[src/mipsCpu_params.svh]
`ifndef MIPS_CPU_PARAMS_SVH
`define MIPS_CPU_PARAMS_SVH

// Boot address loaded into the PC on reset
// Matches the usual MIPS boot ROM location in kseg1
`define MIPS_RESET_VECTOR 32'hBFC0_0000

// Fetch address that ends a program
// Reached by a JR through a register holding zero
`define MIPS_HALT_ADDR 32'h0000_0000

// Index of v0, the return value register
`define MIPS_REG_V0 5'd2

// Number of general purpose registers
`define MIPS_NUM_REGS 32

`endif

[src/mipsPkg.sv]
`default_nettype none

package mipsPkg;

  // Basic vector types
  typedef logic [31:0] word_t;
  typedef logic [4:0]  regIdx_t;
  typedef logic [5:0]  opcode_t;
  typedef logic [5:0]  funct_t;

  // Operation selected by the decoder for the ALU
  typedef enum logic [4:0] {
    ALU_ADD, ALU_SUB, ALU_AND, ALU_OR, ALU_XOR, ALU_NOR,
    ALU_SLT, ALU_SLTU,
    ALU_SLL, ALU_SRL, ALU_SRA,
    ALU_LUI, ALU_MULTU, ALU_MFHI, ALU_MFLO,
    ALU_BEQ, ALU_BNE,
    ALU_PASS
  } aluOp_t;

  // Primary opcodes
  localparam opcode_t OP_RTYPE = 6'h00;
  localparam opcode_t OP_J     = 6'h02;
  localparam opcode_t OP_BEQ   = 6'h04;
  localparam opcode_t OP_BNE   = 6'h05;
  localparam opcode_t OP_ADDIU = 6'h09;
  localparam opcode_t OP_SLTI  = 6'h0A;
  localparam opcode_t OP_ANDI  = 6'h0C;
  localparam opcode_t OP_ORI   = 6'h0D;
  localparam opcode_t OP_XORI  = 6'h0E;
  localparam opcode_t OP_LUI   = 6'h0F;
  localparam opcode_t OP_LW    = 6'h23;
  localparam opcode_t OP_SW    = 6'h2B;

  // R-type function codes
  localparam funct_t FN_SLL   = 6'h00;
  localparam funct_t FN_SRL   = 6'h02;
  localparam funct_t FN_SRA   = 6'h03;
  localparam funct_t FN_JR    = 6'h08;
  localparam funct_t FN_MFHI  = 6'h10;
  localparam funct_t FN_MFLO  = 6'h12;
  localparam funct_t FN_MULTU = 6'h19;
  localparam funct_t FN_ADDU  = 6'h21;
  localparam funct_t FN_SUBU  = 6'h23;
  localparam funct_t FN_AND   = 6'h24;
  localparam funct_t FN_OR    = 6'h25;
  localparam funct_t FN_XOR   = 6'h26;
  localparam funct_t FN_NOR   = 6'h27;
  localparam funct_t FN_SLT   = 6'h2A;
  localparam funct_t FN_SLTU  = 6'h2B;

endpackage

`default_nettype wire

[src/registerFile.sv]
`default_nettype none

`include "mipsCpu_params.svh"

module registerFile (
  input  logic             clk,
  input  logic             reset,
  input  logic             clk_enable,
  input  logic             regWrite,
  input  mipsPkg::regIdx_t readReg1,
  input  mipsPkg::regIdx_t readReg2,
  input  mipsPkg::regIdx_t writeReg,
  input  mipsPkg::word_t   writeData,
  output mipsPkg::word_t   readData1,
  output mipsPkg::word_t   readData2,
  output mipsPkg::word_t   register_v0
);
  import mipsPkg::*;

  // General purpose registers
  word_t regs [`MIPS_NUM_REGS];
  logic  writeEn;

  // Writes to r0 are dropped here, so r0 stays at its reset value of zero
  assign writeEn = clk_enable && regWrite && (writeReg != '0);

  // Asynchronous read ports
  assign readData1 = regs[readReg1];
  assign readData2 = regs[readReg2];

  // Return value register exported for observation
  assign register_v0 = regs[`MIPS_REG_V0];

  always_ff @(posedge clk)
  begin
    if (reset)
    begin
      for (int i = 0; i < `MIPS_NUM_REGS; i++)
      begin
        regs[i] <= '0;
      end
    end
    else if (writeEn)
    begin
      regs[writeReg] <= writeData;
    end
  end

endmodule

`default_nettype wire

[config.mk]
export PLATFORM = sky130hd
export DESIGN_NAME = registerFile
export DESIGN_NICKNAME = d
export VERILOG_FILES = /design/src/mipsPkg.sv /design/src/registerFile.sv
export VERILOG_INCLUDE_DIRS = /design/src
export SDC_FILE = /design/constraint.sdc
export NUM_CORES = 2
export LEC_CHECK = 0
export ABC_AREA = 1
export BUFFER_PORTS_ARGS = -buffer_cell sky130_fd_sc_hd__buf_2
export CAP_MARGIN = 20
export CORE_MARGIN = 2
export CORE_UTILIZATION = 25
export CTS_BUF_LIST = sky130_fd_sc_hd__clkbuf_8
export CTS_CLUSTER_SIZE = 25
export DETAILED_ROUTE_END_ITERATION = 12
export REMOVE_ABC_BUFFERS = 1
export SLEW_MARGIN = 5
export SYNTH_ARGS = -nofsm -noshare
export SYNTH_HDL_FRONTEND = slang
export SYNTH_SLANG_ARGS = --single-unit
[constraint.sdc]
create_clock -name clk -period 2.6 [get_ports clk]
set_input_delay 0.13 -clock clk [delete_from_list [all_inputs] [get_ports clk]]
set_output_delay 0.13 -clock clk [all_outputs]
set_load 0.1 [all_outputs]
# After elaboration in Yosys (flattened, before gate mapping)
# Memory sizes are Yosys's and may differ from the RTL's.
# Cells that the tools add are included.
totals:
  out_inout_bits: 96
  ramBits: 1024
  reg_bits: 0
  n_memories: 1
  elab_cells: 13
memory_table:
  columns: ["name", "depth", "word_bits", "read_ports", "rd_clocked_by_memory_dff", "wr", "line_no", "source"]
  rows:
  - ["regs", 32, 32, 3, 0, 32, "registerFile.sv:21", "word_t regs [`MIPS_NUM_REGS];"]
op_classes:
  reduce_logical: 4
  muxes: 8
ops:
  columns: ["op", "count"]
  rows:
  - ["two-way mux 32 bit", 1]
  - ["OR reduction 32 bit", 1]
  - ["two-way mux 1 bit", 6]
  - ["two-way mux 5 bit", 1]
  - ["nonzero test 5 bit", 1]
  - ["logical AND 1 bit", 2]

# Logic depth before layout (Yosys ltp)
depth:
  depth_word: 7
  ltp_mapped: 12

# Worst setup path before layout
# No wires, ideal clock.
synth_path:
  path_kind: "register to output"
  startpoint: "memory regs[2][16] in the netlist's numbering"
  endpoint: "output port readData1[16]"
  required_time_ns: 2.470
  t_arrival_ns: 2.058
  n_path_buf: 0
  path_slack_ns: 0.412
  stages_incl_launch_ff: 9
  path_cell_list: "edfxtp_1 -> nand2_1 -> nand3_1 -> nand3_1 -> nand2_1 -> nand2_1 -> nand2_1 -> nand2_1 -> nand2_1"
synth_lines:
  columns: ["element", "line_no", "source"]
  rows:
  - ["start: declaration", "registerFile.sv:21", null]
  - ["end: declaration", "registerFile.sv:14", "output mipsPkg::word_t readData1,"]

==> results.py <==
metrics = {
    "outcome": {
        "outcome": "completed",
    },
    "placement": {
        "hpwl_um": 135000,
        "gp_congestion": 0.901,
        "pre_cts_slack_ns": 0.327,
        "placed_area_sq_um": 62600,
        "port_buffers": 146,
        "dp_cells": 9995,
    },
    "sta": {
        "relSlewSlack_pct": 49.5,
        "rsz0062_at_grt": "false",
        "worst_pin_slew_ns": 0.752,
        "fmax_ghz": 0.390,
        "min_period_ns": 2.56,
        "min_period_over_period_pct": 98.6,
        "maxSlewViolCount": 0,
        "setup_violations": 0,
        "hold_violations": 0,
        "worst_slack_ns": 0.0352,
    },
    "clock_tree": {
        "cts_buffer_depth": 3,
        "tritoncts": "yes",
        "cts_buffers": 161,
        "clk_pin_slew_ns": 0.06,
        "cts-root-buf": "clkbuf_8",
        "cts.sinks": 1024,
        "htreeDepth": 4,
    },
    "die": {
        "die_w_um": 478,
        "core_sq_um": 224000,
        "die_h_um": 478,
        "num_rows": 174,
        "ios": 147,
        "die_area_sq_um": 229000,
        "initial_core_util_pct": 25.1,
    },
    "power": {
        "clkPwrFrac_pct": 32.6,
        "p_seq_share_pct": 48.4,
        "combPwrFrac_pct": 19.0,
        "vdd_drop_max_uv": 569,
        "power.leakage_nw": 27.4,
        "p_switching_mw": 12.9,
        "powerDensity_nw_per_um2": 611,
        "p_int_mw": 27.5,
        "sw_frac_of_total_pct": 31.9,
    },
    "yosys": {
        "synth_top_area_share_pct": 54.7,
        "synthDistinctLibCells": 14,
        "synth-seq-cells": 1024,
        "synth_top_cell_by_area": "edfxtp_1",
        "syn_avg_cell_area_sq_um": 7.82,
        "synth_area_sq_um": 56300,
        "syn_inst": 7194,
        "synth.area.top_cells": "edfxtp_1 55%, nand2_1 20%, nand3_1 14%",
        "synth_seq_area_share_pct": 54.7,
        "yosysWarnings": 0,
    },
    "grt": {
        "track_usage_pct": 18.8,
        "grt_max_degree": 104,
        "grt_pass1_vias": 51400,
        "gr-total-overflow": 0,
        "grt_pass1_wl_um": 329000,
        "grt_antenna_before_repair": 6,
    },
    "route": {
        "avgViaCountPerCell": 5.14,
        "ant_nets": 0,
        "drtIter0Drc": 7227,
        "wl_um": 223000,
        "num_vias": 53100,
        "dr.pass1.iters": 7,
        "wire_per_inst_um": 21.6,
        "drc": 0,
    },
    "cells_and_area": {
        "final_common_cell": "nand2_1",
        "nets": 7262,
        "reg_top3": "regs: 1024 flops",
        "fin_area_sq_um": 66100,
        "largest_reg_flops": 1024,
        "drive_gt1_share_pct": 9.62,
        "stdcell_count": 10300,
        "regMostFlops": "regs",
        "mostFrequentLayoutCells": "2,867 x nand2_1, 1,536 x nand3_1, 1,024 x edfxtp_1, 997 x nor2_1, 173 x buf_12",
        "area_delta_synth_final_pct": 17.4,
        "fin_util_pct": 29.5,
    },
    "min_path": {
        "hold_class": "in2reg",
        "min_from": "reset",
    },
    "setup_path": {
        "worstSetupPathType": "reg2out",
        "cp.arrival_ns": 2.43,
        "start_kind": "register",
        "critPathRequiredTime_ns": 2.47,
        "cp_max_fo": 3,
        "cp-startpoint": "regs[2][28]$_SDFFCE_PN0P_",
        "endpoint_kind": "output port",
    },
    "run": {
        "maxCapViolations": 0,
    },
}
## power by group through the flow
stage / sequential (mW) / clock, mW / combinational (mW)
after floorplan: 19.9 / 0 / 3.91
after global placement: 19.8 / 0 / 7.36
after detailed placement: 19.8 / 0 / 7.43
after CTS: 19.5 / 13.3 / 7.53
after global routing: 19.6 / 13.9 / 8.09
final: 19.5 / 13.2 / 7.67
## cell families after synthesis
group | after synthesis | share of synthesized area (%)
flip-flops | 1024 | 54.7
buffers and inverters | 679 | 5.25
other | 1 | 0.00667
AND/OR/NAND/NOR | 5490 | 40.1
## final cells by class
type | instances | area (sq um)
fill | 23500 | 158000
sequential | 1024 | 30700
multi-input combinational | 5522 | 22900
timing repair buffer | 452 | 5510
tap | 2992 | 3740
clock buffer | 162 | 2230
clock inverter | 122 | 679
inverter | 50 | 228
antenna | 3 | 7.51
## through the flow
stage | TNS [ns] | hold WS (ns) | total power [mW]
after detailed placement | 0 | 0.450 | 27.3
final | 0 | 0.103 | 40.3
after CTS | 0 | 0.0256 | 40.3
after floorplan | -175.95 | 0.242 | 23.8
after global placement | 0 | 0.447 | 27.2
after global routing | 0 | 0.0913 | 41.6
## worst max-delay path, stage by stage (launching register included)
cell	delay [ns]
edfxtp_1	0.44
nand2_1	0.10
nand3_1	0.06
nand3_1	0.09
nand2_1	0.07
nand2_1	0.06
nand2_1	0.17
nand2_2	0.15
nand2_2	0.17
buf_12	0.22
## per-layer routing
metal / wire (um) / part of all wire [%] / track usage [%]
met1: 81400 / 37 / 23.0
met2: 103000 / 46 / 30.6
met3: 23100 / 10 / 3.14
met4: 15200 / 6.8 / 12.3
met5: 16 / 0.0072 / 0
## path summary, 6_finish.rpt
check	end	slack, ns	cells past startpoint
setup / recovery	readData1[28]	0.04	9
hold / removal	regs[0][26]$_SDFFCE_PN0P_	0.10	2
## cells in the mapped netlist
cell type / n
buf_1: 48
nor3_1: 7
nor3_4: 1
nand2_1: 2947
clkbuf_1: 304
nand3_1: 1537
conb_1: 1
inv_1: 46
buf_4: 23
nor3_2: 1
inv_2: 4
edfxtp_1: 1024
nor2_1: 997
buf_2: 254
## timing repair
| item | CTS | global route |
|---|---|---|
| resized for setup | 33 | 24 |
| pin swaps | 0 | 1 |
| endpoints found under the hold margin | 1194 | 0 |
| setup endpoints to repair | 31 | 21 |
| gates cloned | 0 | 0 |
| buffers inserted | 0 | 5 |
| hold buffers | 40 | 0 |
No activity file was read; power rests on OpenSTA's default activity.
