File: src/mipsCpu_params.svh
`ifndef MIPS_CPU_PARAMS_SVH
`define MIPS_CPU_PARAMS_SVH

// Boot address loaded into the PC on reset
// Matches the usual MIPS boot ROM location in kseg1
`define MIPS_RESET_VECTOR 32'hBFC0_0000

// Fetch address that ends a program
// Reached by a JR through a register holding zero
`define MIPS_HALT_ADDR 32'h0000_0000

// Index of v0, the return value register
`define MIPS_REG_V0 5'd2

// Number of general purpose registers
`define MIPS_NUM_REGS 32

`endif

File: src/mipsPkg.sv
`default_nettype none

package mipsPkg;

  // Basic vector types
  typedef logic [31:0] word_t;
  typedef logic [4:0]  regIdx_t;
  typedef logic [5:0]  opcode_t;
  typedef logic [5:0]  funct_t;

  // Operation selected by the decoder for the ALU
  typedef enum logic [4:0] {
    ALU_ADD, ALU_SUB, ALU_AND, ALU_OR, ALU_XOR, ALU_NOR,
    ALU_SLT, ALU_SLTU,
    ALU_SLL, ALU_SRL, ALU_SRA,
    ALU_LUI, ALU_MULTU, ALU_MFHI, ALU_MFLO,
    ALU_BEQ, ALU_BNE,
    ALU_PASS
  } aluOp_t;

  // Primary opcodes
  localparam opcode_t OP_RTYPE = 6'h00;
  localparam opcode_t OP_J     = 6'h02;
  localparam opcode_t OP_BEQ   = 6'h04;
  localparam opcode_t OP_BNE   = 6'h05;
  localparam opcode_t OP_ADDIU = 6'h09;
  localparam opcode_t OP_SLTI  = 6'h0A;
  localparam opcode_t OP_ANDI  = 6'h0C;
  localparam opcode_t OP_ORI   = 6'h0D;
  localparam opcode_t OP_XORI  = 6'h0E;
  localparam opcode_t OP_LUI   = 6'h0F;
  localparam opcode_t OP_LW    = 6'h23;
  localparam opcode_t OP_SW    = 6'h2B;

  // R-type function codes
  localparam funct_t FN_SLL   = 6'h00;
  localparam funct_t FN_SRL   = 6'h02;
  localparam funct_t FN_SRA   = 6'h03;
  localparam funct_t FN_JR    = 6'h08;
  localparam funct_t FN_MFHI  = 6'h10;
  localparam funct_t FN_MFLO  = 6'h12;
  localparam funct_t FN_MULTU = 6'h19;
  localparam funct_t FN_ADDU  = 6'h21;
  localparam funct_t FN_SUBU  = 6'h23;
  localparam funct_t FN_AND   = 6'h24;
  localparam funct_t FN_OR    = 6'h25;
  localparam funct_t FN_XOR   = 6'h26;
  localparam funct_t FN_NOR   = 6'h27;
  localparam funct_t FN_SLT   = 6'h2A;
  localparam funct_t FN_SLTU  = 6'h2B;

endpackage

`default_nettype wire

File: src/alu.sv
`default_nettype none

module alu (
  input  logic            clk,
  input  logic            reset,
  input  logic            clk_enable,
  input  logic            aluSrcImm,
  input  logic            zeroExtend,
  input  mipsPkg::aluOp_t aluOp,
  input  mipsPkg::word_t  rsData,
  input  mipsPkg::word_t  rtData,
  input  logic [15:0]     immediate,
  input  logic [4:0]      shamt,
  output mipsPkg::word_t  aluResult,
  output logic            takeBranch
);
  import mipsPkg::*;

  word_t       extImm;
  word_t       opB;
  word_t       hi;
  word_t       lo;
  logic [63:0] product;
  logic        operandsEqual;

  // Logic immediates zero-extend and everything else sign-extends
  assign extImm = zeroExtend ? {16'h0000, immediate}
                             : {{16{immediate[15]}}, immediate};

  // Second operand
  assign opB = aluSrcImm ? extImm : rtData;

  // Full unsigned 64-bit product for MULTU
  assign product = {32'h0, rsData} * {32'h0, rtData};

  // Branches always compare rs with rt
  assign operandsEqual = (rsData == rtData);

  always_comb
  begin
    case (aluOp)
      ALU_ADD:  aluResult = rsData + opB;
      ALU_SUB:  aluResult = rsData - opB;
      ALU_AND:  aluResult = rsData & opB;
      ALU_OR:   aluResult = rsData | opB;
      ALU_XOR:  aluResult = rsData ^ opB;
      ALU_NOR:  aluResult = ~(rsData | opB);
      // Signed compare for SLT and SLTI
      ALU_SLT:  aluResult = {31'h0, $signed(rsData) < $signed(opB)};
      ALU_SLTU: aluResult = {31'h0, rsData < opB};
      // Shifts act on rt by the shamt field
      ALU_SLL:  aluResult = rtData << shamt;
      ALU_SRL:  aluResult = rtData >> shamt;
      ALU_SRA:  aluResult = word_t'($signed(rtData) >>> shamt);
      // Immediate into the upper half, lower half cleared
      ALU_LUI:  aluResult = {immediate, 16'h0000};
      ALU_MFHI: aluResult = hi;
      ALU_MFLO: aluResult = lo;
      // Difference of the compared operands, not written back
      ALU_BEQ,
      ALU_BNE:  aluResult = rsData - rtData;
      ALU_MULTU: aluResult = '0;
      default:  aluResult = opB;
    endcase
  end

  // Branch decision
  always_comb
  begin
    case (aluOp)
      ALU_BEQ: takeBranch = operandsEqual;
      ALU_BNE: takeBranch = !operandsEqual;
      default: takeBranch = 1'b0;
    endcase
  end

  // HI/LO pair, loaded by MULTU on an enabled edge
  always_ff @(posedge clk)
  begin
    if (reset)
    begin
      hi <= '0;
      lo <= '0;
    end
    else if (clk_enable && aluOp == ALU_MULTU)
    begin
      hi <= product[63:32];
      lo <= product[31:0];
    end
  end

endmodule

`default_nettype wire

File: config.mk
export PLATFORM = sky130hd
export DESIGN_NAME = alu
export DESIGN_NICKNAME = d
export VERILOG_FILES = /design/src/mipsCpu_params.svh /design/src/mipsPkg.sv /design/src/alu.sv
export SDC_FILE = /design/constraint.sdc
export NUM_CORES = 2
export LEC_CHECK = 0
export BUFFER_PORTS_ARGS = -buffer_cell sky130_fd_sc_hd__buf_2
export CORE_MARGIN = 3
export CORE_UTILIZATION = 55
export DETAILED_ROUTE_END_ITERATION = 6
export PLACE_DENSITY_LB_ADDON = 0.1
export SLEW_MARGIN = 25
export SYNTH_ARGS = -nofsm -noshare
export SYNTH_HDL_FRONTEND = slang
export SYNTH_SLANG_ARGS = --single-unit
export TNS_END_PERCENT = 30
File: constraint.sdc
create_clock -name clk -period 9.99 [get_ports clk]
set_clock_uncertainty 0.15 [all_clocks]
set_input_delay 0.999 -clock clk [delete_from_list [all_inputs] [get_ports clk]]
set_output_delay 0.999 -clock clk [all_outputs]
set_load 0.01 [all_outputs]
* Yosys cells after proc, flatten, opt, wreduce, memory -nomap -nowiden
Index checks and enable logic that the tools add are counted.
Operators by class: multiply operators 1, shift-type cells 3, bitwise logic cells 4, equality and inequality tests 17, $add $sub $neg 3, reductions and logical operators 4, multiplexer cells 4, order comparisons 2
Operators by type and width (count):
- 32-bit one-hot mux with 16 select lines | 1
- 32-bit < comparator | 2
- 32-bit by 32-bit multiplier with 64-bit output | 1
- 32-bit 2-to-1 mux | 2
- 32-bit subtractor | 2
- 5-bit by 4-bit equality test with 1-bit output (second input constant) | 8
- 32-bit adder | 1
- 32-bit AND | 1
- 32-bit equality test | 1
- 32-bit inverter | 1
- 32-bit OR | 1
- 32-bit by 5-bit left shift with 32-bit output | 1
- 32-bit by 5-bit >> shifter with 32-bit output | 1
- 32-bit by 5-bit >>> shifter with 32-bit output | 1
- 32-bit XOR | 1
- 5-bit by 3-bit equality test with 1-bit output (second input constant) | 4
- 5-bit by 2-bit equality test with 1-bit output (second input constant) | 2
- 5-bit by 1-bit equality test with 1-bit output (second input constant) | 1
- 5-bit equality test (second input constant) | 1
- 5-bit zero test | 1
- 1-bit one-hot mux with 2 select lines | 1
- 2-bit OR reduction | 1
- 1-bit logical AND | 1
- 1-bit zero test | 1
Storage, ports and cells: flip-flop bits (word level) 64, input port bits 95

* Depth between registers and ports, before layout
depth after elaboration 5, mapped depth 29

* Worst setup path after synthesis
OpenSTA, ideal clock, no wires.
kind input to register, start point input port rtData[5], end point register hi[23], required time 9723 ps, setup slack 1484 ps, setup time 117 ps, stages 27, arrival time 8238 ps, cells stage by stage clkbuf_1 -> inv_1 -> clkbuf_1 -> buf_1 -> nor2_1 -> fa_1 -> fa_1 -> fa_1 -> inv_1 -> fa_1 -> inv_1 -> fa_1 -> inv_1 -> fa_1 -> inv_1 -> fa_1 -> fa_1 -> ha_1 -> buf_2 -> nand2_2 -> or4_4 -> o221ai_4 -> nand4_4 -> a211oi_2 -> o2111a_1 -> o21ai_1 -> a32o_1
Between the ends: longest elaborated chain between the ends 1
RTL lines:
- start: declaration | RTL line alu.sv:11 | input mipsPkg::word_t rtData,
- 32-bit by 32-bit multiplier with 64-bit output | RTL line alu.sv:34 | assign product = {32'h0, rsData} * {32'h0, rtData};
- end signal: assignment | RTL line alu.sv:87 | hi <= product[63:32];
- end: declaration | RTL line alu.sv:21 | word_t hi;
No other way between the ends. A chain may end at the register's enable or synchronous reset.

* Worst setup path after layout
start point input port rsData[22], end point register hi[29]
Between the ends: longest elaborated chain between the ends 1
RTL lines:
- start: declaration | RTL line alu.sv:10 | input mipsPkg::word_t rsData,
- 32-bit by 32-bit multiplier with 64-bit output | RTL line alu.sv:34
No other way between the ends.

==> flow_summary_export.csv <==
group,metric,value,unit
layout,syn_to_final_growth,5.22,%
synth,async_flop_share,0,%
synth,synthFlopType,"dfxtp_1",
sta,rsz0062_at_grt,"no",
route,wl_per_cell,30.3,µm
sta,setup_viol,0,
die,die_h,297,µm
clock_network,cts_root_buf,"clkbuf_16",
job,max_cap_viol_count,0,
global_routing,grt_max_degree,55,
place,gp_congestion,1.09,
clock_network,clock_latency,370,ps
worst_setup_path,crit_end,"hi[29]$_SDFFE_PP0P_",
synth,netlist_top_cells_area,"fa_1 (39%), ha_1 (11%), inv_1 (7.9%)",
sta,max_slew_margin,20.0,%
synth,synth_top_area_share,38.7,%
synth,ys_seq_area_share,2.75,%
synth,avgSynthCellArea,8.08,µm²
global_routing,antenna_found_initial,16,
worst_setup_path,worst_r2r_startpoint,"hi[14]$_SDFFE_PP0P_",
clock_network,clk_path_buf_depth,2,
die,core-area,83700,µm²
clock_network,cts.sinks,64,
die,dieArea,88200,µm²
sta,finalCritPeriodShare,91.2,%
worst_setup_path,cp.arrival,9270,ps
synth,syn_nets,7175,
sta,max_freq,110,MHz
sta,fin_tns_setup,0,ps
synth,postSynthCellCount,5758,
synth,synth-edff-count,0,
place,dp_hpwl,165,mm
route,vias,44209,
route,drt_iter0_drc,5412,
synth,netlist_area,46500,µm²
sta,hold_violations,0,
min_path,min_from,"hi[2]$_SDFFE_PP0P_",
clock_network,cts_resized,0,
worst_setup_path,required,10150,ps
die,start_util,55.6,%
clock_network,cts_tree,"yes",
sta,maxSlewViolCount,0,
clock_network,cts_setup_buffers,0,
clock_network,cts_inserted_buffers,9,
synth,yosysWarnings,0,
synth,synth_seq_cells,64,
worst_setup_path,regToRegSetupSlack,8940,ps
place,io_buffers,127,
worst_setup_path,start_kind,"primary input",
sta,hold-worst-slack,309,ps
worst_setup_path,crit_fanout,12,
sta,min_period,9110,ps
clock_network,clkTransAtPathRegs,60,ps
layout,post_route_cells_drive_above_1_share,7.79,%
route,drt_first_pass_iters,6,
clock_network,hold_buffers,0,
sta,worstMarginPinSlew,1190,ps
route,wirelength,208,mm
route,vias_per_cell,6.45,
clock_network,cts_max_level,3,
global_routing,overflow,0,
die,fp-row-count,106,
global_routing,grt_pass1_wl,304,mm
synth,synth_top_area_cell,"fa_1",
worst_setup_path,ff2ff_path_depth,2,
outcome,status,"complete, no violations",
worst_setup_path,worst-setup-path-type,"primary input to register",
route,ant_nets,0,
layout,fin_nets,7127,
route,drcViolationCount,0,
layout,finish.utilization,58.5,%
worst_setup_path,startpoint,"rsData[22]",
die,die_w,297,µm
worst_setup_path,worstSetupEndpointType,"register",
min_path,hold_path_class,"register to register",
synth,yosysUniqueCellTypes,100,
global_routing,grt_pass1_vias,44690,
worst_setup_path,reg2reg_to,"hi[14]$_SDFFE_PP0P_",
global_routing,grtUsageTotal,47.2,%
die,pin_count,128,
cells in the mapped netlist, types with 16 or more instances:
master,count
nor2b_1,22
nor3_1,37
mux4_2,45
fa_1,899
o21ai_1,53
and3_1,28
and2_1,39
o21a_1,21
a32oi_1,16
a22oi_1,24
mux2i_1,62
or3_1,20
nand3_1,70
o21ai_0,150
buf_1,55
a222oi_1,19
o21bai_1,32
nand4_1,47
clkinv_1,16
clkbuf_1,291
dfxtp_1,64
nor2_1,767
o22ai_1,19
o211ai_1,26
inv_1,978
a211oi_1,38
a21oi_1,285
a31oi_1,26
buf_2,26
xor2_1,28
a21o_1,72
nand2_1,689
nand2b_1,31
ha_1,423
xnor2_1,47
a221oi_1,25
sequential cells by signal, indices dropped and copies added, names as in the netlist:
signal,flops
hi,32
lo,32
per-stage QoR:
step                instance area, µm²  cells  worst slack, ps
global route                     49000   6852              707
floorplan                        46500   5758             1480
finish                           49000   6857              879
detailed placement               48600   6833              742
global placement                 48600   6833              844
CTS                              49000   6849             1120
metal layers:
metal / wire (µm) / global-route usage, % / share of wire, %
met5: 32 / 0 / 0.015
met4: 18500 / 32.4 / 8.9
met1: 72900 / 58.8 / 35
met2: 88500 / 70.5 / 43
met3: 27700 / 14.5 / 13
cell families (layout without fill, tap and decap cells):
group           after synthesis  in the layout  share of synthesized area, %
fa+ha+maj                  1322           1322                          50.0
other cells                   0              8                             0
simple gates               1808           1808                          16.4
xor+xnor                     75             75                          1.41
mux                         124            124                          3.92
flops                        64             64                          2.75
buf+inv                    1377           1334                          11.3
compound gates              988            988                          14.2
cell type report:
type	instances	area (µm²)
sequential	64	1280
fill	7810	34700
clock inverter	7	125
clock buffer	9	225
multi-input combinational	4317	40100
antenna	8	20.0
timing repair buffer	321	2100
inverter	997	3740
tap	1134	1420
worst min-delay path by stage:
stage / endpoint / depth (start not counted)
after floorplan: hi[10]$_SDFFE_PP0P_ / 2
after global placement: hi[2]$_SDFFE_PP0P_ / 2
after detailed placement: hi[2]$_SDFFE_PP0P_ / 2
after CTS: hi[2]$_SDFFE_PP0P_ / 2
after global routing: lo[0]$_SDFFE_PP0P_ / 2
final: hi[2]$_SDFFE_PP0P_ / 2
critical path, stage by stage:
cell and delay [ps]:
buf_2 90, clkinv_1 690, buf_4 480, nor2_1 180
fa_1 470, fa_1 510, inv_1 60, fa_1 440
fa_1 550, inv_1 60, fa_1 560, fa_1 450
fa_1 510, inv_1 50, fa_1 470, inv_1 40
ha_1 450, nand4_1 210, nor2_1 250, nand2_1 110
a211oi_1 430, a211oi_2 170, a21oi_1 500, a221oi_1 210
xor2_1 180, o21ai_1 120
cells in the final DEF, fill, tap and decap left out, types with 53 or more instances in the layout:
cell,synthesis,routed
nor2_1,767,761
fa_1,899,899
inv_1,978,976
a21oi_1,285,284
buf_4,5,196
ha_1,423,423
nand3_1,70,70
a21o_1,72,72
nand2_1,689,688
o21ai_0,150,150
mux2i_1,62,62
buf_2,26,125
dfxtp_1,64,64
o21ai_1,53,53
Power is left out: the tool's default activity adds up to more than one toggle a clock period on the data nets, which glitch-free logic cannot reach.
