[src/mipsCpu_params.svh]
`ifndef MIPS_CPU_PARAMS_SVH
`define MIPS_CPU_PARAMS_SVH

// Boot address loaded into the PC on reset
// Matches the usual MIPS boot ROM location in kseg1
`define MIPS_RESET_VECTOR 32'hBFC0_0000

// Fetch address that ends a program
// Reached by a JR through a register holding zero
`define MIPS_HALT_ADDR 32'h0000_0000

// Index of v0, the return value register
`define MIPS_REG_V0 5'd2

// Number of general purpose registers
`define MIPS_NUM_REGS 32

`endif

[src/mipsPkg.sv]
`default_nettype none

package mipsPkg;

  // Basic vector types
  typedef logic [31:0] word_t;
  typedef logic [4:0]  regIdx_t;
  typedef logic [5:0]  opcode_t;
  typedef logic [5:0]  funct_t;

  // Operation selected by the decoder for the ALU
  typedef enum logic [4:0] {
    ALU_ADD, ALU_SUB, ALU_AND, ALU_OR, ALU_XOR, ALU_NOR,
    ALU_SLT, ALU_SLTU,
    ALU_SLL, ALU_SRL, ALU_SRA,
    ALU_LUI, ALU_MULTU, ALU_MFHI, ALU_MFLO,
    ALU_BEQ, ALU_BNE,
    ALU_PASS
  } aluOp_t;

  // Primary opcodes
  localparam opcode_t OP_RTYPE = 6'h00;
  localparam opcode_t OP_J     = 6'h02;
  localparam opcode_t OP_BEQ   = 6'h04;
  localparam opcode_t OP_BNE   = 6'h05;
  localparam opcode_t OP_ADDIU = 6'h09;
  localparam opcode_t OP_SLTI  = 6'h0A;
  localparam opcode_t OP_ANDI  = 6'h0C;
  localparam opcode_t OP_ORI   = 6'h0D;
  localparam opcode_t OP_XORI  = 6'h0E;
  localparam opcode_t OP_LUI   = 6'h0F;
  localparam opcode_t OP_LW    = 6'h23;
  localparam opcode_t OP_SW    = 6'h2B;

  // R-type function codes
  localparam funct_t FN_SLL   = 6'h00;
  localparam funct_t FN_SRL   = 6'h02;
  localparam funct_t FN_SRA   = 6'h03;
  localparam funct_t FN_JR    = 6'h08;
  localparam funct_t FN_MFHI  = 6'h10;
  localparam funct_t FN_MFLO  = 6'h12;
  localparam funct_t FN_MULTU = 6'h19;
  localparam funct_t FN_ADDU  = 6'h21;
  localparam funct_t FN_SUBU  = 6'h23;
  localparam funct_t FN_AND   = 6'h24;
  localparam funct_t FN_OR    = 6'h25;
  localparam funct_t FN_XOR   = 6'h26;
  localparam funct_t FN_NOR   = 6'h27;
  localparam funct_t FN_SLT   = 6'h2A;
  localparam funct_t FN_SLTU  = 6'h2B;

endpackage

`default_nettype wire

[src/programCounter.sv]
`default_nettype none

`include "mipsCpu_params.svh"

module programCounter (
  input  logic           clk,
  input  logic           reset,
  input  logic           clk_enable,
  input  logic           jump,
  input  logic           jumpReg,
  input  logic           takeBranch,
  input  mipsPkg::word_t rsData,
  input  logic [25:0]    jumpTarget,
  input  logic [15:0]    branchOffset,
  output mipsPkg::word_t pc,
  output logic           active
);
  import mipsPkg::*;

  word_t pcPlus4;
  word_t branchTarget;
  word_t jumpAddr;
  word_t nextPc;
  logic  atHalt;

  // Sequential successor
  assign pcPlus4 = pc + 32'd4;

  // Word offset, sign-extended, relative to the following instruction
  assign branchTarget = pcPlus4 + {{14{branchOffset[15]}}, branchOffset, 2'b00};

  // Pseudo-direct target stays inside the current 256 MB region
  assign jumpAddr = {pcPlus4[31:28], jumpTarget, 2'b00};

  assign atHalt = (pc == `MIPS_HALT_ADDR);

  // Register jump beats direct jump beats branch
  always_comb
  begin
    if (jumpReg)
      nextPc = rsData;
    else if (jump)
      nextPc = jumpAddr;
    else if (takeBranch)
      nextPc = branchTarget;
    else
      nextPc = pcPlus4;
  end

  // PC advances only on enabled edges while the core still runs
  always_ff @(posedge clk)
  begin
    if (reset)
    begin
      pc     <= `MIPS_RESET_VECTOR;
      active <= 1'b1;
    end
    else if (clk_enable && active)
    begin
      // Park at the halt address and drop active on the next edge
      if (atHalt)
        active <= 1'b0;
      else
        pc <= nextPc;
    end
  end

  // A JR through a misaligned register would break fetch alignment
  assert property (@(posedge clk) disable iff (reset) pc[1:0] == 2'b00)
    else $error("PC not word-aligned: %h", pc);

endmodule

`default_nettype wire

[config.mk]
export PLATFORM = sky130hd
export DESIGN_NAME = programCounter
export DESIGN_NICKNAME = d
export VERILOG_FILES = /design/src/mipsPkg.sv /design/src/programCounter.sv
export VERILOG_INCLUDE_DIRS = /design/src
export SDC_FILE = /design/constraint.sdc
export NUM_CORES = 1
export LEC_CHECK = 0
export ABC_AREA = 1
export BUFFER_PORTS_ARGS = -buffer_cell sky130_fd_sc_hd__buf_2
export CORE_MARGIN = 3
export CORE_UTILIZATION = 45
export CTS_CLUSTER_SIZE = 12
export DETAILED_ROUTE_END_ITERATION = 16
export PLACE_DENSITY = 0.68
export REMOVE_ABC_BUFFERS = 1
export SYNTH_ARGS = -nofsm -noshare
export SYNTH_HDL_FRONTEND = slang
export SYNTH_SLANG_ARGS = --single-unit
[constraint.sdc]
create_clock -name clk -period 3.8 [get_ports clk]
set_input_delay 0.19 -clock clk [delete_from_list [all_inputs] [get_ports clk]]
set_output_delay 0.19 -clock clk [all_outputs]
set_load 0.05 [all_outputs]
* Word-level counts from Yosys, hierarchy flattened
Index checks and enable logic that the tools add are counted.
** Storage, ports and cells
- Input port bits :: 80
- Logic and storage cells :: 12
- Output and inout port bits :: 33
- Register bits after elaboration :: 33
** Cells by class
- Reduce and logical (&&, ||, !) cells :: 4
- Multiplexer cells :: 3
- Add/sub/neg operators :: 2
- Bitwise gates (word level) :: 1
** Operators with widths (count)
- 32-bit two-way mux :: 3
- 32-bit by 3-bit adder with 32-bit output, second input constant :: 1
- 32-bit adder :: 1
- 32-bit logical NOT :: 1
- 2-bit AND reduction :: 2
- 1-bit logical AND :: 1
- 1-bit inverter :: 1

* Depth between registers and ports, before layout
- Depth in word-level cells :: 5
- Depth in mapped cells :: 23
- Depth with buffers taken out :: 23

* Least setup slack after synthesis
Ideal clock, no wire load.
- Path kind :: flip-flop to flip-flop
- From :: register pc[2]
- To :: register pc[29]
- Setup slack :: 0.790 ns
- Required time :: 3.740 ns
- Library setup time :: 0.060 ns
- Buffers on the path :: 0
- Cell stages (with the launch flop) :: 21
- Arrival time :: 2.950 ns
- Period minus slack after synthesis :: 3.010 ns
- Path through :: dfxtp_1 nand3_2 nor2_4 nand3_1 nor3_1 xor2_1 inv_1 ha_1 nand2_1 inv_1 nand2_1 inv_1 a21oi_1 nor2_1 nor2_1 nand2_1 nand2_1 nand2_1 o21bai_1 nand2_1 nand2_1
** Between the ends
- Word-level cells in the longest chain between the ends :: 5
- Elaborated cells on any way between the ends :: 8
- Classes of those cells :: 2 x add/sub; 3 x mux; 1 x bitwise; 2 x reduce/logical
** RTL lines
- from (decl) :: RTL line programCounter.sv:15 : output mipsPkg::word_t pc,
- from (signal assigned) :: RTL line programCounter.sv:55 : pc <= `MIPS_RESET_VECTOR;
- from (signal assigned) :: RTL line programCounter.sv:64 : pc <= nextPc;
- 32-bit by 3-bit adder with 32-bit output :: RTL line programCounter.sv:27 : assign pcPlus4 = pc + 32'd4;
- 32-bit adder :: RTL line programCounter.sv:30 : assign branchTarget = pcPlus4 + {{14{branchOffset[15]}}, branchOffset, 2'b00};
- 32-bit two-way mux :: RTL line programCounter.sv:44 : else if (takeBranch)
- 32-bit two-way mux :: RTL line programCounter.sv:42 : else if (jump)
- 32-bit two-way mux :: RTL line programCounter.sv:40 : if (jumpReg)
Parallel ways exist; a longest one is shown, timed or not.
A chain may end at the register's enable or synchronous reset.

* Final worst setup path
- From :: register pc[5]
- To :: register pc[22]
The elaborated chain is that of the path after synthesis.

==> results summary <==
The clock network power share is between 20% and 30%. During synthesis, Yosys emitted a total of 0 warnings. The post-layout instance count excluding filler cells is roughly 1.2k. Broken down by cell family, the worst path's largest delay share belongs to simple AND/OR/NAND/NOR gates. In the synthesized netlist, the number of instances is 960. The min-delay analysis places its worst path in the category in -> reg. The placement row count came out at 38. The CTS H-tree depth came out at 2. The worst register-to-register path begins at pc[5]$_SDFFE_PP0P_. The worst ir drop on vdd is 0.000201 V. The run finished with clean final reports. Counting along the longest clock path gives a buffer depth of 2.

The initial cell density of the core came out at 46.6%. The cell internal power dissipation came out at a little over 0.9 mW. The number of library cell types mapped by synthesis is 40. The number of synthesized register bits came out at 33. TritonCTS built the clock tree. The number of CTS-inserted buffers is 5. The final global-route overflow total came out at 0.

The share of total power in combinational logic came out at 46.5%. The most numerous cell on the critical path is sky130_fd_sc_hd__nand2_1. The slowest stage of the critical path belongs to the cell sky130_fd_sc_hd__dfxtp_1. The HPWL after detailed placement came out at around 15000 um. The area growth from synthesis to layout came out at 15.9%. In the routed design, unresolved DRC markers number 0. The worst hold path startpoint is rsData[1]. The instance area at placement is between 5000 and 6000 sq um. After the last flow step, the layout net total stands at 1177.

The critical path is of the reg -> reg type. Setup repair after global routing left no endpoint under its margin. The routability-driven placement congestion ratio came out at 0.943. The number of global-route vias before repair is 5743.

The net load switching power is between 0.7 and 0.8 mW. Power spread over the standard cell area amounts to ~280 nW/um^2. The number of placed instances, taps included, is between 1k and 1.5k. After floorplanning, the core was sized to cover 11000 sq um. The final setup skew came out at 0.00550 ns. The shortest clock period the worst path allows after layout came out at 3.34 ns.

The synthesized netlist occupies a cell area of a little over 5000 sq um. The initial antenna violation count is 0. The clock drives 33 sinks. Net switching is about 44% of the power. The hold buffer count at CTS is 0.

The total of endpoints with negative setup slack in the final report came out at 0. At the pin with the least slew margin, the transition time is 0.719 ns. The layout has 1233 filler cells. The setup check on the worst reg-to-reg path leaves a slack of around 0.46 ns. The endpoint required time on the critical path is 3.97 ns. The number of endpoints with negative hold slack in the final report is 0. In the final layout, the share of cells above drive strength 1 is 13.3%. The sequential area share after synthesis came out at 12.9%. STA classifies the critical path startpoint as a flip-flop.

The endpoint identified for the worst register-to-register timing path is pc[22]$_SDFFE_PP1P_. The vertical die dimension is 113 um. The arrival time reported for the critical path endpoint came out at 3.52 ns. During I/O placement, the number of pins put on the boundary was 113. The mean instance size in the synthesized netlist came out at 5.34 sq um. After clock tree synthesis, the clock-pin slew on the worst setup and hold paths is 0.06 ns. The total of cells resized after clock tree synthesis is 0.

The worst slew slack as a fraction of its limit came out at a little over half. The cell count along the critical path came out at 19. The critical path goes through nand2_1 > nor2_1 > nand2_1 > nor2_1 > xor2_1 > inv_1 > ha_1 > nand2_1 > inv_1 > a21oi_1 > nand3_1 > nand3_1 > nand2_1 > nand2_1 > nand3_1 > nand2_1 > nand2_1 > nand2_1 > nand2_1. The first detailed-routing pass took 7 iterations. The detail route stage leaves a number of antenna-violating nets equal to 0.

Adding up every negative setup slack in the final design gives 0 ns. After detailed routing, the number of vias per cell comes to between 5 and 6. The fmax came out at 299 MHz.

The sequential share of power came out at 25.0%. The kind of capture point of the worst setup path is a flip-flop. The tree is rooted in a sky130_fd_sc_hd__clkbuf_16. The most critical setup path has its startpoint at pc[5]$_SDFFE_PP0P_. The critical path ends at pc[22]$_SDFFE_PP1P_. In this run, the number of DRC markers left after iteration 0 of detailed routing was 716. Entering global routing, the biggest net connects 38 pins.

The area of the die came out at ~13000 sq um. The number of diodes added for antenna fixing is 0. Counting cells, the worst reg-to-reg path comes to 19. The die is 113 um wide. The number of pins exceeding their max-slew limit in the final report came out at 0. The clock latency of the later-clocked register in the worst-skew pair came out at approximately 0.28 ns. Power comes to 1.68 mW. For this block, the routed nets add up to 18100 um of wire.

The leakage dissipation is between 3 and 4 nW. The delay of the slowest cell on the worst path came out at approximately 0.45 ns. The number of buffers inserted by post-CTS setup repair came out at 0. The number of buffers added on ports came out at 112. The count of buffer and inverter cells on the critical path is 2. The first global-routing pass estimated 28700 um of wire. The top fanout value on the critical path is 6.

In the final routed layout, each cell accounts on average for 15.1 um. The total routing resource utilization after global routing came out at around 28%. The fraction of the cycle the final worst path needs came out at 88.0%. The via total after detailed routing came out at approximately 6.4k. The tool flagged a number of max-cap violations equal to 0. The final instance area is 5940 sq um.
==> cell families after synthesis <==
group                      count (synthesis)  share of synthesized area [%]
buffers and inverters                    154                           11.8
and+or+nand+nor                          560                           45.5
xor gates and xnor gates                  26                           4.59
DFF                                       33                           12.9
AOI/OAI and AO/OA                        148                           15.6
adders and majority gates                 39                           9.67
==> power groups by stage <==
stage	logic (mW)	clock network, mW	registers (mW)
finish	0.783	0.479	0.422
global route	0.873	0.494	0.426
CTS	0.771	0.478	0.420
detailed placement	0.767	0	0.427
global placement	0.766	0	0.426
floorplan	0.452	0	0.504
==> synthesized netlist by cell type <==
cell type | number | area (sq um)
sky130_fd_sc_hd__a211oi_1 | 4 | 30.0
sky130_fd_sc_hd__a211oi_2 | 1 | 12.5
sky130_fd_sc_hd__a21boi_0 | 1 | 7.51
sky130_fd_sc_hd__a21oi_1 | 90 | 450
sky130_fd_sc_hd__a21oi_2 | 1 | 8.76
sky130_fd_sc_hd__a221oi_1 | 1 | 8.76
sky130_fd_sc_hd__a22o_1 | 2 | 17.5
sky130_fd_sc_hd__and2_1 | 2 | 12.5
sky130_fd_sc_hd__buf_1 | 3 | 11.3
sky130_fd_sc_hd__buf_2 | 2 | 10.0
sky130_fd_sc_hd__buf_6 | 3 | 33.8
sky130_fd_sc_hd__clkbuf_1 | 16 | 60.1
sky130_fd_sc_hd__clkinv_2 | 1 | 5.00
sky130_fd_sc_hd__dfxtp_1 | 33 | 661
sky130_fd_sc_hd__fa_1 | 1 | 20.0
sky130_fd_sc_hd__ha_1 | 38 | 475
sky130_fd_sc_hd__inv_1 | 126 | 473
sky130_fd_sc_hd__inv_2 | 3 | 11.3
sky130_fd_sc_hd__nand2_1 | 338 | 1270
sky130_fd_sc_hd__nand2_2 | 2 | 12.5
sky130_fd_sc_hd__nand3_1 | 71 | 355
sky130_fd_sc_hd__nand3_2 | 1 | 10.0
sky130_fd_sc_hd__nand3b_1 | 1 | 7.51
sky130_fd_sc_hd__nand4_1 | 10 | 62.6
sky130_fd_sc_hd__nor2_1 | 102 | 383
sky130_fd_sc_hd__nor2_2 | 2 | 12.5
sky130_fd_sc_hd__nor2_4 | 6 | 67.6
sky130_fd_sc_hd__nor3_1 | 16 | 80.1
sky130_fd_sc_hd__nor3b_1 | 1 | 7.51
sky130_fd_sc_hd__nor4_1 | 7 | 43.8
sky130_fd_sc_hd__o211ai_1 | 2 | 15.0
sky130_fd_sc_hd__o21ai_0 | 21 | 105
sky130_fd_sc_hd__o21ai_1 | 19 | 95.1
sky130_fd_sc_hd__o21bai_1 | 4 | 30.0
sky130_fd_sc_hd__o221ai_1 | 1 | 8.76
sky130_fd_sc_hd__o31ai_1 | 1 | 7.51
sky130_fd_sc_hd__or2_1 | 1 | 6.26
sky130_fd_sc_hd__xnor2_1 | 7 | 61.3
sky130_fd_sc_hd__xor2_1 | 18 | 158
sky130_fd_sc_hd__xor2_2 | 1 | 16.3
==> worst min path at each step <==
stage / depth (start not counted) / slack [ns] / to
global route: 3 / 0.18 / pc[1]$_SDFFE_PP0P_
floorplan: 1 / 0.25 / pc[20]$_SDFFE_PP0P_
finish: 3 / 0.17 / pc[1]$_SDFFE_PP0P_
CTS: 3 / 0.17 / pc[1]$_SDFFE_PP0P_
global placement: 3 / 0.47 / pc[14]$_SDFFE_PP0P_
detailed placement: 3 / 0.47 / pc[13]$_SDFFE_PP0P_
==> worst reg2reg max path: stages (launching register included) <==
cell and delay, ns:
sky130_fd_sc_hd__dfxtp_1 0.45, sky130_fd_sc_hd__nand2_1 0.20, sky130_fd_sc_hd__nor2_1 0.16, sky130_fd_sc_hd__nand2_1 0.09
sky130_fd_sc_hd__nor2_1 0.27, sky130_fd_sc_hd__xor2_1 0.30, sky130_fd_sc_hd__inv_1 0.11, sky130_fd_sc_hd__ha_1 0.31
sky130_fd_sc_hd__nand2_1 0.11, sky130_fd_sc_hd__inv_1 0.06, sky130_fd_sc_hd__a21oi_1 0.20, sky130_fd_sc_hd__nand3_1 0.22
sky130_fd_sc_hd__nand3_1 0.17, sky130_fd_sc_hd__nand2_1 0.06, sky130_fd_sc_hd__nand2_1 0.05, sky130_fd_sc_hd__nand3_1 0.14
sky130_fd_sc_hd__nand2_1 0.17, sky130_fd_sc_hd__nand2_1 0.06, sky130_fd_sc_hd__nand2_1 0.05, sky130_fd_sc_hd__nand2_1 0.05
==> final cells by class <==
class                      instances  area [sq um]  share of cell area (%)
clock buffer                       5           125                    2.11
clock inverter                     3          46.3                   0.780
inverter                         130           489                    8.24
multi-input combinational        773          3860                    65.0
sequential                        33           661                    11.1
tap                              140           175                    2.95
timing repair buffer             115           583                    9.82
==> routing by layer <==
metal | track usage [%] | part of all wire (%) | vias to the layer above
met5 | 0 | 0 | -
met4 | 7.05 | 2.6 | 0
li1 | - | - | 3278
met1 | 41.3 | 46 | 2849
met2 | 43.5 | 43 | 282
met3 | 1.50 | 7.7 | 40
==> sequential cells by signal, summed over array words and instances (netlist names) <==
| name | flops |
|---|---|
| pc | 32 |
| active | 1 |
==> through the flow <==
stage               worst slack [ns]  hold WS (ns)  utilization, %
finish                         0.457         0.170            54.1
global route                   0.113         0.178            54.1
CTS                            0.544         0.175            54.1
detailed placement             0.580         0.465            52.5
global placement               0.591         0.465            52.5
floorplan                      0.790         0.252               -
==> cell usage in the layout (no fill, tap or decap), drive strengths merged <==
cell type and count:
dfxtp 33, nand2 340, ha 38, nor4 7, xnor2 7, a221oi 1
nand3b 1, a21oi 91, and2 2, o221ai 1, bufinv 1, o31ai 1
clkinvlp 1, nor3 16, a22o 2, fa 1, nand3 72, o21ai 40
or2 1, a21boi 1, xor2 19, o21bai 4, a211oi 5, o211ai 2
buf 115, inv 129, clkbuf 5, nor2 110, clkinv 2, nor3b 1
nand4 10
(Power assumes the default switching activity.)
